===== config.mk =====
export PLATFORM = sky130hd
export DESIGN_NAME = csr_unit
export DESIGN_NICKNAME = d
export VERILOG_FILES = /design/src/common/csr_pkg.sv /design/src/perf/perf_events.sv /design/src/perf/perf_counter_bank.sv /design/src/trap/trap_csr.sv /design/src/logic/csr_unit.sv
export SDC_FILE = /design/constraint.sdc
export NUM_CORES = 2
export LEC_CHECK = 0
export BUFFER_PORTS_ARGS = -buffer_cell sky130_fd_sc_hd__buf_2
export CORE_UTILIZATION = 50
export DETAILED_ROUTE_END_ITERATION = 12
export PLACE_DENSITY = 0.79
export SLEW_MARGIN = 20
export SYNTH_ARGS = -nofsm -noshare
export SYNTH_HDL_FRONTEND = slang
export SYNTH_HIERARCHICAL = 1
export SYNTH_SLANG_ARGS = --single-unit

===== constraint.sdc =====
create_clock -name clk -period 3.98 [get_ports clk]
set_input_delay 0.597 -clock clk [delete_from_list [all_inputs] [get_ports clk]]
set_output_delay 0.597 -clock clk [all_outputs]
set_load 0.01 [all_outputs]

===== src/common/csr_pkg.sv =====
// csr package: widths, CSR addresses and the shared types of the CSR unit
`default_nettype none

package csr_pkg;

  ////////////////////////////////////////////////////////////
  // sizes and fixed fields
  ////////////////////////////////////////////////////////////

  localparam int unsigned XLEN       = 32;
  localparam int unsigned N_PERF_CNT = 12;

  // vectored mode, low bits of mtvec
  localparam logic [1:0] MTVEC_MODE = 2'b01;

  // mstatus bit positions
  localparam int unsigned MSTATUS_MIE_BIT  = 3;
  localparam int unsigned MSTATUS_MPIE_BIT = 7;
  localparam int unsigned MSTATUS_MPP_LSB  = 11;

  // PCMR fields
  localparam int unsigned PCMR_EN_BIT  = 0;
  localparam int unsigned PCMR_SAT_BIT = 1;
  localparam logic [1:0]  PCMR_RESET   = 2'b11;

  ////////////////////////////////////////////////////////////
  // CSR addresses
  ////////////////////////////////////////////////////////////

  localparam logic [11:0] CSR_MSTATUS  = 12'h300;
  localparam logic [11:0] CSR_MTVEC    = 12'h305;
  localparam logic [11:0] CSR_MEPC     = 12'h341;
  localparam logic [11:0] CSR_MCAUSE   = 12'h342;
  localparam logic [11:0] CSR_MHARTID  = 12'hF14;
  localparam logic [11:0] CSR_PCER     = 12'h7A0;
  localparam logic [11:0] CSR_PCMR     = 12'h7A1;
  localparam logic [11:0] CSR_PCCR_ALL = 12'h79F;

  // counter window 780..79F
  localparam logic [6:0] PCCR_GROUP = 7'b0111100;

  ////////////////////////////////////////////////////////////
  // types
  ////////////////////////////////////////////////////////////

  typedef enum logic [1:0] {
    CSR_OP_NONE  = 2'b00,
    CSR_OP_WRITE = 2'b01,
    CSR_OP_SET   = 2'b10,
    CSR_OP_CLEAR = 2'b11
  } csr_op_e;

  // only M is ever produced
  typedef enum logic [1:0] {
    PRIV_LVL_U = 2'b00,
    PRIV_LVL_M = 2'b11
  } priv_lvl_e;

  // counter window view of an address
  typedef struct packed {
    logic [6:0] grp;
    logic [4:0] idx;
  } csr_cnt_addr_t;

  typedef union packed {
    logic [11:0]   raw;
    csr_cnt_addr_t cnt;
  } csr_addr_u;

  typedef struct packed {
    logic            access;
    csr_addr_u       addr;
    csr_op_e         op;
    logic [XLEN-1:0] wdata;
  } csr_req_t;

  // write after the operation has been resolved
  typedef struct packed {
    logic            we;
    csr_addr_u       addr;
    logic [XLEN-1:0] wdata;
  } csr_wr_t;

  typedef struct packed {
    logic       save_cause;
    logic       save_if;
    logic       save_id;
    logic       restore_mret;
    logic [5:0] cause;
  } trap_ctrl_t;

  typedef struct packed {
    logic      mie;
    logic      mpie;
    priv_lvl_e mpp;
  } mstatus_t;

  typedef struct packed {
    logic id_valid;
    logic is_decoding;
    logic is_compressed;
    logic imiss;
    logic pc_set;
    logic jump;
    logic branch;
    logic branch_taken;
    logic ld_stall;
    logic jr_stall;
    logic pipeline_stall;
    logic mem_load;
    logic mem_store;
  } perf_evt_t;

  typedef logic [N_PERF_CNT-1:0] perf_cnt_vec_t;

endpackage

`default_nettype wire


===== src/perf/perf_events.sv =====
// performance events: per-cycle event vector built from pipeline status
`timescale 1ns/100ps
`default_nettype none

module perf_events (
  input  logic                   clk,
  input  logic                   rst_n,
  input  csr_pkg::perf_evt_t     perf_evt_i,
  output csr_pkg::perf_cnt_vec_t events_o
);

  // ID stage finished an instruction last cycle
  logic id_valid_q;

  always_ff @(posedge clk or negedge rst_n) begin
    if (!rst_n) begin
      id_valid_q <= 1'b0;
    end else begin
      id_valid_q <= perf_evt_i.id_valid;
    end
  end

  // stall, jump and branch events gated so each instruction counts once
  always_comb begin
    events_o[0]  = 1'b1;
    events_o[1]  = perf_evt_i.id_valid & perf_evt_i.is_decoding;
    events_o[2]  = perf_evt_i.ld_stall & id_valid_q;
    events_o[3]  = perf_evt_i.jr_stall & id_valid_q;
    // fetch wait, not counting redirects
    events_o[4]  = perf_evt_i.imiss & ~perf_evt_i.pc_set;
    events_o[5]  = perf_evt_i.mem_load;
    events_o[6]  = perf_evt_i.mem_store;
    events_o[7]  = perf_evt_i.jump & id_valid_q;
    events_o[8]  = perf_evt_i.branch & id_valid_q;
    events_o[9]  = perf_evt_i.branch & perf_evt_i.branch_taken & id_valid_q;
    events_o[10] = perf_evt_i.id_valid & perf_evt_i.is_decoding & perf_evt_i.is_compressed;
    events_o[11] = perf_evt_i.pipeline_stall;
  end

endmodule

`default_nettype wire


===== src/perf/perf_counter_bank.sv =====
// performance counter bank: counters, PCER, PCMR and their CSR access
`timescale 1ns/100ps
`default_nettype none

module perf_counter_bank (
  input  logic                     clk,
  input  logic                     rst_n,

  input  csr_pkg::csr_wr_t         wr_i,
  input  csr_pkg::csr_addr_u       raddr_i,

  input  csr_pkg::perf_cnt_vec_t   events_i,

  output logic [csr_pkg::XLEN-1:0] rdata_o,
  output logic                     hit_o
);

  logic [csr_pkg::N_PERF_CNT-1:0][csr_pkg::XLEN-1:0] cnt_q;
  logic [csr_pkg::N_PERF_CNT-1:0][csr_pkg::XLEN-1:0] cnt_n;

  csr_pkg::perf_cnt_vec_t pcer_q;
  csr_pkg::perf_cnt_vec_t inc;
  csr_pkg::perf_cnt_vec_t inc_q;
  logic [1:0]             pcmr_q;

  logic wr_pcer;
  logic wr_pcmr;
  logic wr_cnt;
  logic wr_all;

  ////////////////////////////////////////////////////////////
  // address decode
  ////////////////////////////////////////////////////////////

  assign wr_pcer = wr_i.we && (wr_i.addr.raw == csr_pkg::CSR_PCER);
  assign wr_pcmr = wr_i.we && (wr_i.addr.raw == csr_pkg::CSR_PCMR);
  assign wr_cnt  = wr_i.we && (wr_i.addr.cnt.grp == csr_pkg::PCCR_GROUP);
  assign wr_all  = (wr_i.addr.raw == csr_pkg::CSR_PCCR_ALL);

  // whole window hits, only indices below 12 return data
  always_comb begin
    rdata_o = '0;
    hit_o   = 1'b0;
    if (raddr_i.raw == csr_pkg::CSR_PCER) begin
      hit_o = 1'b1;
      rdata_o[csr_pkg::N_PERF_CNT-1:0] = pcer_q;
    end else if (raddr_i.raw == csr_pkg::CSR_PCMR) begin
      hit_o        = 1'b1;
      rdata_o[1:0] = pcmr_q;
    end else if (raddr_i.cnt.grp == csr_pkg::PCCR_GROUP) begin
      hit_o = 1'b1;
      for (int i = 0; i < csr_pkg::N_PERF_CNT; i++) begin
        if (raddr_i.cnt.idx == 5'(i)) begin
          rdata_o = cnt_q[i];
        end
      end
    end
  end

  ////////////////////////////////////////////////////////////
  // counter update
  ////////////////////////////////////////////////////////////

  // one-cycle increment pipeline
  assign inc = events_i & pcer_q & {csr_pkg::N_PERF_CNT{pcmr_q[csr_pkg::PCMR_EN_BIT]}};

  always_comb begin
    for (int i = 0; i < csr_pkg::N_PERF_CNT; i++) begin
      cnt_n[i] = cnt_q[i];
      // saturating mode holds at all ones
      if (inc_q[i] && ((cnt_q[i] != '1) || !pcmr_q[csr_pkg::PCMR_SAT_BIT])) begin
        cnt_n[i] = cnt_q[i] + 1'b1;
      end
      // CSR write beats the increment
      if (wr_cnt && (wr_all || (wr_i.addr.cnt.idx == 5'(i)))) begin
        cnt_n[i] = wr_i.wdata;
      end
    end
  end

  always_ff @(posedge clk or negedge rst_n) begin
    if (!rst_n) begin
      cnt_q  <= '0;
      inc_q  <= '0;
      pcer_q <= '0;
      pcmr_q <= csr_pkg::PCMR_RESET;
    end else begin
      cnt_q <= cnt_n;
      inc_q <= inc;
      if (wr_pcer) begin
        pcer_q <= wr_i.wdata[csr_pkg::N_PERF_CNT-1:0];
      end
      if (wr_pcmr) begin
        pcmr_q <= wr_i.wdata[1:0];
      end
    end
  end

endmodule

`default_nettype wire


===== src/trap/trap_csr.sv =====
// machine trap registers with trap entry and MRET sequencing
`timescale 1ns/100ps
`default_nettype none

module trap_csr (
  input  logic                     clk,
  input  logic                     rst_n,

  input  csr_pkg::csr_wr_t         wr_i,
  input  csr_pkg::csr_addr_u       raddr_i,

  input  csr_pkg::trap_ctrl_t      trap_i,
  input  logic [csr_pkg::XLEN-1:0] pc_if_i,
  input  logic [csr_pkg::XLEN-1:0] pc_id_i,
  input  logic [3:0]               core_id_i,
  input  logic [5:0]               cluster_id_i,

  output logic [csr_pkg::XLEN-1:0] rdata_o,
  output logic                     hit_o,

  output logic [csr_pkg::XLEN-1:0] mepc_o,
  output logic [23:0]              mtvec_o,
  output logic                     m_irq_enable_o
);

  csr_pkg::mstatus_t        mstatus_q;
  csr_pkg::mstatus_t        mstatus_n;
  logic [23:0]              mtvec_q;
  logic [23:0]              mtvec_n;
  logic [csr_pkg::XLEN-1:0] mepc_q;
  logic [csr_pkg::XLEN-1:0] mepc_n;
  logic [5:0]               mcause_q;
  logic [5:0]               mcause_n;
  logic [csr_pkg::XLEN-1:0] exception_pc;

  ////////////////////////////////////////////////////////////
  // read decode
  ////////////////////////////////////////////////////////////

  always_comb begin
    rdata_o = '0;
    hit_o   = 1'b1;
    case (raddr_i.raw)
      csr_pkg::CSR_MSTATUS: begin
        rdata_o[csr_pkg::MSTATUS_MIE_BIT]  = mstatus_q.mie;
        rdata_o[csr_pkg::MSTATUS_MPIE_BIT] = mstatus_q.mpie;
        rdata_o[csr_pkg::MSTATUS_MPP_LSB +: 2] = mstatus_q.mpp;
      end
      csr_pkg::CSR_MTVEC:   rdata_o = {mtvec_q, 6'h0, csr_pkg::MTVEC_MODE};
      csr_pkg::CSR_MEPC:    rdata_o = mepc_q;
      csr_pkg::CSR_MCAUSE:  rdata_o = {mcause_q[5], 26'b0, mcause_q[4:0]};
      // hart id from cluster and core
      csr_pkg::CSR_MHARTID: rdata_o = {21'b0, cluster_id_i, 1'b0, core_id_i};
      default:              hit_o   = 1'b0;
    endcase
  end

  ////////////////////////////////////////////////////////////
  // next state
  ////////////////////////////////////////////////////////////

  always_comb begin
    mstatus_n = mstatus_q;
    mtvec_n   = mtvec_q;
    mepc_n    = mepc_q;
    mcause_n  = mcause_q;

    // pc_id is the default source, save_id just selects it
    exception_pc = trap_i.save_if ? pc_if_i : pc_id_i;

    if (wr_i.we) begin
      case (wr_i.addr.raw)
        csr_pkg::CSR_MSTATUS: begin
          mstatus_n.mie  = wr_i.wdata[csr_pkg::MSTATUS_MIE_BIT];
          mstatus_n.mpie = wr_i.wdata[csr_pkg::MSTATUS_MPIE_BIT];
        end
        csr_pkg::CSR_MTVEC:  mtvec_n  = wr_i.wdata[31:8];
        csr_pkg::CSR_MEPC:   mepc_n   = wr_i.wdata;
        csr_pkg::CSR_MCAUSE: mcause_n = {wr_i.wdata[31], wr_i.wdata[4:0]};
        default: ;
      endcase
    end

    // trap entry and MRET override the fields they touch
    if (trap_i.save_cause) begin
      mepc_n         = exception_pc;
      mcause_n       = trap_i.cause;
      mstatus_n.mpie = mstatus_q.mie;
      mstatus_n.mie  = 1'b0;
    end else if (trap_i.restore_mret) begin
      mstatus_n.mie  = mstatus_q.mpie;
      mstatus_n.mpie = 1'b1;
    end

    // machine mode only
    mstatus_n.mpp = csr_pkg::PRIV_LVL_M;
  end

  always_ff @(posedge clk or negedge rst_n) begin
    if (!rst_n) begin
      mstatus_q <= '{mie: 1'b0, mpie: 1'b0, mpp: csr_pkg::PRIV_LVL_M};
      mtvec_q   <= '0;
      mepc_q    <= '0;
      mcause_q  <= '0;
    end else begin
      mstatus_q <= mstatus_n;
      mtvec_q   <= mtvec_n;
      mepc_q    <= mepc_n;
      mcause_q  <= mcause_n;
    end
  end

  assign mepc_o         = mepc_q;
  assign mtvec_o        = mtvec_q;
  assign m_irq_enable_o = mstatus_q.mie;

endmodule

`default_nettype wire


===== src/logic/csr_unit.sv =====
// csr unit top: resolves the CSR operation and merges read data of trap and counter banks
`timescale 1ns/100ps
`default_nettype none

module csr_unit (
  input  logic                         clk,
  input  logic                         rst_n,

  // single-cycle CSR port
  input  csr_pkg::csr_req_t            csr_req_i,
  output logic [csr_pkg::XLEN-1:0]     csr_rdata_o,

  // trap control from the controller
  input  csr_pkg::trap_ctrl_t          trap_i,
  input  logic [csr_pkg::XLEN-1:0]     pc_if_i,
  input  logic [csr_pkg::XLEN-1:0]     pc_id_i,

  input  logic [3:0]                   core_id_i,
  input  logic [5:0]                   cluster_id_i,

  input  csr_pkg::perf_evt_t           perf_evt_i,

  output logic [csr_pkg::XLEN-1:0]     mepc_o,
  output logic [23:0]                  mtvec_o,
  output logic                         m_irq_enable_o
);

  csr_pkg::csr_wr_t         wr;
  csr_pkg::perf_cnt_vec_t   events;

  logic [csr_pkg::XLEN-1:0] trap_rdata;
  logic [csr_pkg::XLEN-1:0] perf_rdata;
  logic                     trap_hit;
  logic                     perf_hit;

  ////////////////////////////////////////////////////////////
  // read data select
  ////////////////////////////////////////////////////////////

  always_comb begin
    csr_rdata_o = '0;
    // nothing is returned without an access
    if (csr_req_i.access) begin
      if (perf_hit) begin
        csr_rdata_o = perf_rdata;
      end else if (trap_hit) begin
        csr_rdata_o = trap_rdata;
      end
    end
  end

  ////////////////////////////////////////////////////////////
  // operation resolve
  ////////////////////////////////////////////////////////////

  // set and clear act on the current read word
  always_comb begin
    wr.we   = csr_req_i.access && (csr_req_i.op != csr_pkg::CSR_OP_NONE);
    wr.addr = csr_req_i.addr;
    case (csr_req_i.op)
      csr_pkg::CSR_OP_SET:   wr.wdata = csr_req_i.wdata | csr_rdata_o;
      csr_pkg::CSR_OP_CLEAR: wr.wdata = csr_rdata_o & ~csr_req_i.wdata;
      default:               wr.wdata = csr_req_i.wdata;
    endcase
  end

  trap_csr trap_csr_i (
    .clk            (clk),
    .rst_n          (rst_n),
    .wr_i           (wr),
    .raddr_i        (csr_req_i.addr),
    .trap_i         (trap_i),
    .pc_if_i        (pc_if_i),
    .pc_id_i        (pc_id_i),
    .core_id_i      (core_id_i),
    .cluster_id_i   (cluster_id_i),
    .rdata_o        (trap_rdata),
    .hit_o          (trap_hit),
    .mepc_o         (mepc_o),
    .mtvec_o        (mtvec_o),
    .m_irq_enable_o (m_irq_enable_o)
  );

  perf_events perf_events_i (
    .clk        (clk),
    .rst_n      (rst_n),
    .perf_evt_i (perf_evt_i),
    .events_o   (events)
  );

  perf_counter_bank perf_counter_bank_i (
    .clk      (clk),
    .rst_n    (rst_n),
    .wr_i     (wr),
    .raddr_i  (csr_req_i.addr),
    .events_i (events),
    .rdata_o  (perf_rdata),
    .hit_o    (perf_hit)
  );

endmodule

`default_nettype wire


Word-level counts from Yosys, hierarchy flattened
Cells that the tools add are included.
Widths: inputs -> output; s select.
- register bits: 475
- output and inout port bits: 89
- logic and storage cells: 226
- $add $sub $neg: 12
- eq/ne operators: 34
- multiplexer cells: 67
- bitwise logic cells: 15
- reduce and logical (&&, ||, !) cells: 77
- operators with widths (cell ; count):
    $mux 32 ; 44
    $add 32x1->32 const B ; 12
    $ne 32x32->1 const B ; 12
    $pmux 32 s2 ; 1
    $pmux 19 s3 ; 1
    $eq 12x10->1 const B ; 4
    $eq 12x11->1 const B ; 3
    $and 32x32->32 ; 1
    $not 32->32 ; 1
    $or 32x32->32 ; 1
    $reduce_bool 2->1 ; 16
    $mux 30 ; 1
    $logic_and 1x1->1 ; 28
    $and 12x12->12 ; 2
    $logic_or 1x1->1 ; 24
    $eq 5x3->1 const B ; 4
    $eq 5x4->1 const B ; 4
    $mux 20 ; 1
    $mux 6 ; 3
    $pmux 3 s3 ; 2
    $eq 12x12->1 const B ; 1
    $mux 12 ; 1
    $pmux 3 s4 ; 1
    $eq 5x2->1 const B ; 2
    15 further kinds ; 35

Longest topological paths before layout
- word-level depth: 24
- mapped depth: 15
- mapped depth without buffers: 12

Cells and area by module
Netlist, hierarchy kept.
- by module, submodules not included (module ; times used ; cells an instance ; area each (um^2) ; seq. area each (um^2)):
    perf_counter_bank ; 1 ; 3258 ; 26832.0 ; 10262.3
    trap_csr ; 1 ; 320 ; 3761.1 ; 1601.5
    csr_unit ; 1 ; 225 ; 1805.5 ; 0.0
    perf_events ; 1 ; 14 ; 113.9 ; 25.0

Least setup slack after synthesis
Ideal clock, no wire load.
- path type: input -> register
- start point: input port csr_req_i[37] (netlist bit)
- end point: register perf_counter_bank_i/cnt_q[252] (netlist bit)
- setup time: 0.090 ns
- arrival: 3.143 ns
- slack: 0.747 ns
- stages on the path: 12
- cells stage by stage: nor4bb_1 -> nand4b_1 -> nor2b_1 -> buf_2 -> buf_1 -> a22o_1 -> nand3b_1 -> a21boi_2 -> a31o_2 -> clkbuf_1 -> inv_1 -> o221ai_1
- RTL lines (what ; line ; source):
    start, declared ; csr_unit.sv:10 ; input csr_pkg::csr_req_t csr_req_i,
    end signal, assigned ; perf_counter_bank.sv:88 ; cnt_q <= cnt_n;
    end, declared ; perf_counter_bank.sv:18 ; logic [csr_pkg::N_PERF_CNT-1:0][csr_pkg::XLEN-1:0] cnt_q;

Final worst setup path
- start point: input port csr_req_i[34] (netlist bit)
- end point: output port csr_rdata_o[16] (netlist bit)
- word-level cells in the longest chain between the ends: 18
- ends and longest elaborated chain (what ; line ; source):
    $logic_not 5->1 ; perf_counter_bank.sv:53 ; if (raddr_i.cnt.idx == 5'(i)) begin
    $mux 32 (12 in series) ; perf_counter_bank.sv:53 ;
    $mux 32 ; perf_counter_bank.sv:50 ; end else if (raddr_i.cnt.grp == csr_pkg::PCCR_GROUP) begin
    $mux 30 ; perf_counter_bank.sv:47 ; end else if (raddr_i.raw == csr_pkg::CSR_PCMR) begin
    $mux 20 * ; perf_counter_bank.sv:44 ; if (raddr_i.raw == csr_pkg::CSR_PCER) begin
    via perf_rdata, one bit ; csr_unit.sv:32 ; logic [csr_pkg::XLEN-1:0] perf_rdata;
    $mux 32 * ; csr_unit.sv:44 ; if (perf_hit) begin
    $mux 32 * ; csr_unit.sv:43 ; if (csr_req_i.access) begin
    end, declared ; csr_unit.sv:11 ; output logic [csr_pkg::XLEN-1:0] csr_rdata_o,
The timed path passes the listed nets; every way through them passes the cells marked *.

==> impl_metrics.toml <==
[yosys]
synthDistinctLibCells = 103
syn_avg_cell_area_um2 = 8.52
synth_top_area_share_pct = 36.4
yosysWarnings = 6
seq_area_frac_synth_pct = 36.6
synth_fp_nets = 3975
synth_top_cell_by_area = "dfrtp_1"
async_flop_share_pct = 100
ys_top_cells_by_count = "dfrtp_1 (473), nand2_1 (374), nor2_1 (368)"
yosysMostFrequentCell = "dfrtp_1"
synth_area_leaders = "dfrtp_1 (36%), xor2_1 (5.1%), nand2_1 (4.3%)"
synth_edf_count = 0
yosys_most_used_dff = "dfrtp_1"
netlist_area_um2 = 32500
synthCells = 3817
ys_ff_latch = 475

[worst_setup_path]
r2r_start = "perf_counter_bank_i/cnt_q[63]"
required_ns = 3.38
reg2reg_slack_ns = 0.74
reg2reg_to = "trap_csr_i/mcause_q[5]"
cp_max_fo = 8
rr_worst_depth = 13
critPathKind = "in2out"
startpoint_type = "input port"
end_kind = "output pin"
cp.arrival_ns = 3.44

[detailed_routing]
routedWlPerCell_um = 26.5
dr.pass1.iters = 7
post-route-drc-count = 0
drtIter0Drc = 4706
postRouteAntennaNets = 0
routed_via_density = 6.69
drt_wl_total_um = 134000
dr_total_vias = 33700

[power]
combPwrFrac_pct = 12.7
p_seq_share_pct = 42.7
switching_share_pct = 27.5
clkPwrFrac_pct = 44.7
ir_drop_v = 0.000319
power_per_cell_area_nw_per_um2 = 305
p_switching_mw = 3.22
intPower_mw = 8.48
power_leakage_nw = 15.4

[timing]
final.min_clock_period_ns = 4.03
worstMarginPinSlew_ns = 1.24
timing.fmax_mhz = 248
relSlewSlack_pct = 16.9
setup_ws_ns = -0.0537
fin_crit_sh_pct = 101
finalSetupViolations = 1
hold_violations = 0
hold_slack_ns = 0.0997
tns_ns = -0.0537
fin_skew_ns = 0.0367
drv_slew = 0

[worst_hold_path]
hold_path.class = "in2async"

[floorplanning]
dieArea_um2 = 66000
io_pins = 235
fp.dieW_um = 257
core_um2 = 64300
initial_core_util_pct = 50.5
num_rows = 93
die_h_um = 257

[grt]
grt_pass1_vias = 31100
grt_pass1_wl_um = 198000
antenna_found_initial = 5
grt_max_degree = 109
grt_use_total_pct = 39.6
overflow = 0

[outcome]
status = "finished with violations"
violations = "setup timing"

[final_layout]
drive_above_1_share_pct = 19.4
final_area_um2 = 38400
fin_nets = 4291
seq_area_um2 = 11900
syn2layout_area_growth_pct = 18.2
multi_input_area_um2 = 19400
nFillCells = 5528
fin_util_pct = 59.7

[clocking]
clk_latency_ns = 0.64
htree_num_levels = 2
cts_max_path_buffers = 3
cts-root-buf = "clkbuf_16"
cts_tree = "done"
clkTransAtPathRegs_ns = 0.06
ctsHoldBuffers = 0
clkSinkCount = 475
cts_buffers = 54

[placed_design]
placed_area_um2 = 36400
dp_hpwl_um = 101000
routabilityCongestion = 1.10
portBuffers = 233
place_worst_setup_slack_ns = -0.313

[flow_run]
max_cap_viol_count = 0
[placed cells by master (no fill, tap or decap), types with 13 or more instances in the layout]
cell	count
xnor2_1	158
o21ai_1	73
nor2_1	363
a31oi_1	22
and3_1	138
nor3_1	82
or3_1	14
a21oi_1	278
a22oi_1	85
nor3_2	34
a211oi_1	13
dfrtp_1	473
o22ai_1	29
o21ai_0	162
a221oi_2	32
nor2b_1	54
o211ai_1	13
inv_1	43
nand4_1	125
and2_1	34
buf_12	52
mux2i_1	108
nand3_1	184
nand3b_1	17
nor4_1	28
a22o_1	23
clkbuf_8	17
buf_2	229
buf_4	239
a221oi_1	18
nand2b_1	17
o221ai_1	29
xor2_1	189
clkbuf_16	55
mux2_2	52
nand2_1	372
and4_1	57
a221o_1	18
[layout make-up]
type,instances,share of cell area [%]
Antenna cell,4,0.0260
Clock buffer,81,4.28
Clock inverter,18,0.505
Inverter,44,0.430
Multi-Input combinational cell,3034,50.6
Sequential cell,475,30.9
Tap cell,855,2.78
Timing Repair Buffer,524,10.5
[worst max path at each step]
| stage | start | end | slack [ns] | cells after the start |
|---|---|---|---|---|
| detailed placement | csr_req_i[34] | perf_counter_bank_i/cnt_q[72] | -0.31 | 16 |
| floorplan | csr_req_i[37] | perf_counter_bank_i/cnt_q[252] | 0.75 | 12 |
| finish | csr_req_i[34] | csr_rdata_o[16] | -0.05 | 12 |
| global placement | csr_req_i[34] | perf_counter_bank_i/cnt_q[72] | -0.28 | 16 |
| global route | csr_req_i[34] | csr_rdata_o[2] | -0.008 | 14 |
| CTS | csr_req_i[35] | csr_rdata_o[9] | 0.01 | 13 |
[power by group through the flow]
stage	clock network, mW	registers, mW	logic, mW
floorplan	0	5.06	0.565
global placement	0	5.07	1.39
detailed placement	0	5.07	1.41
CTS	5.24	4.99	1.42
global route	5.43	5.00	1.53
finish	5.23	4.99	1.48
[per-layer routing]
layer  share of wire [%]  track usage [%]  vias up
li1                    -                -    14600
met1                  37             50.8    16000
met2                  42             57.9     2483
met3                  13             11.2      611
met4                 8.4             26.5        2
met5               0.010                0        -
[logic make-up after synthesis]
family / share of synthesized area, %
XOR/XNOR: 9.35
multiplexers: 5.26
AND/OR/NAND/NOR: 25.9
flip-flops: 36.6
adder cells (fa/ha/maj): 0.462
AO/OA/AOI/OAI: 18.2
buffers and inverters: 4.26
other: 0.0115
[critical path: stages]
cell,delay (ns)
clkbuf_4,0.20
buf_4,0.19
or3b_1,0.46
nor3_2,0.27
buf_4,0.26
a32oi_1,0.13
a21o_1,0.24
a311oi_1,0.47
buf_4,0.24
a22oi_1,0.09
nor2b_1,0.13
buf_2,0.15
[per-stage QoR]
step | power, mW | std cells
final | 11.7 | 5035
after CTS | 11.6 | 5029
after global placement | 6.46 | 4930
after floorplan | 5.63 | 3817
after global routing | 12.0 | 5035
after detailed placement | 6.48 | 4930
[state kept, by name, summed over array words and instances (netlist names)]
signal / count
trap_csr_i/mstatus_q: 1
trap_csr_i/mtvec_o: 24
perf_events_i/id_valid_q: 1
perf_counter_bank_i/pcer_q: 12
perf_counter_bank_i/cnt_q: 384
perf_counter_bank_i/pcmr_q: 2
perf_counter_bank_i/inc_q: 12
trap_csr_i/mcause_q: 6
trap_csr_i/m_irq_enable_o: 1
trap_csr_i/mepc_o: 32
[what timing repair did]
action	4_1_cts	5_1_grt
resized for setup	7	25
pin swaps	0	3
endpoints found under the hold margin	0	0
buffers inserted	0	2
gates cloned	0	0
endpoints found under the setup margin	6	24
(Power assumes the default switching activity.)
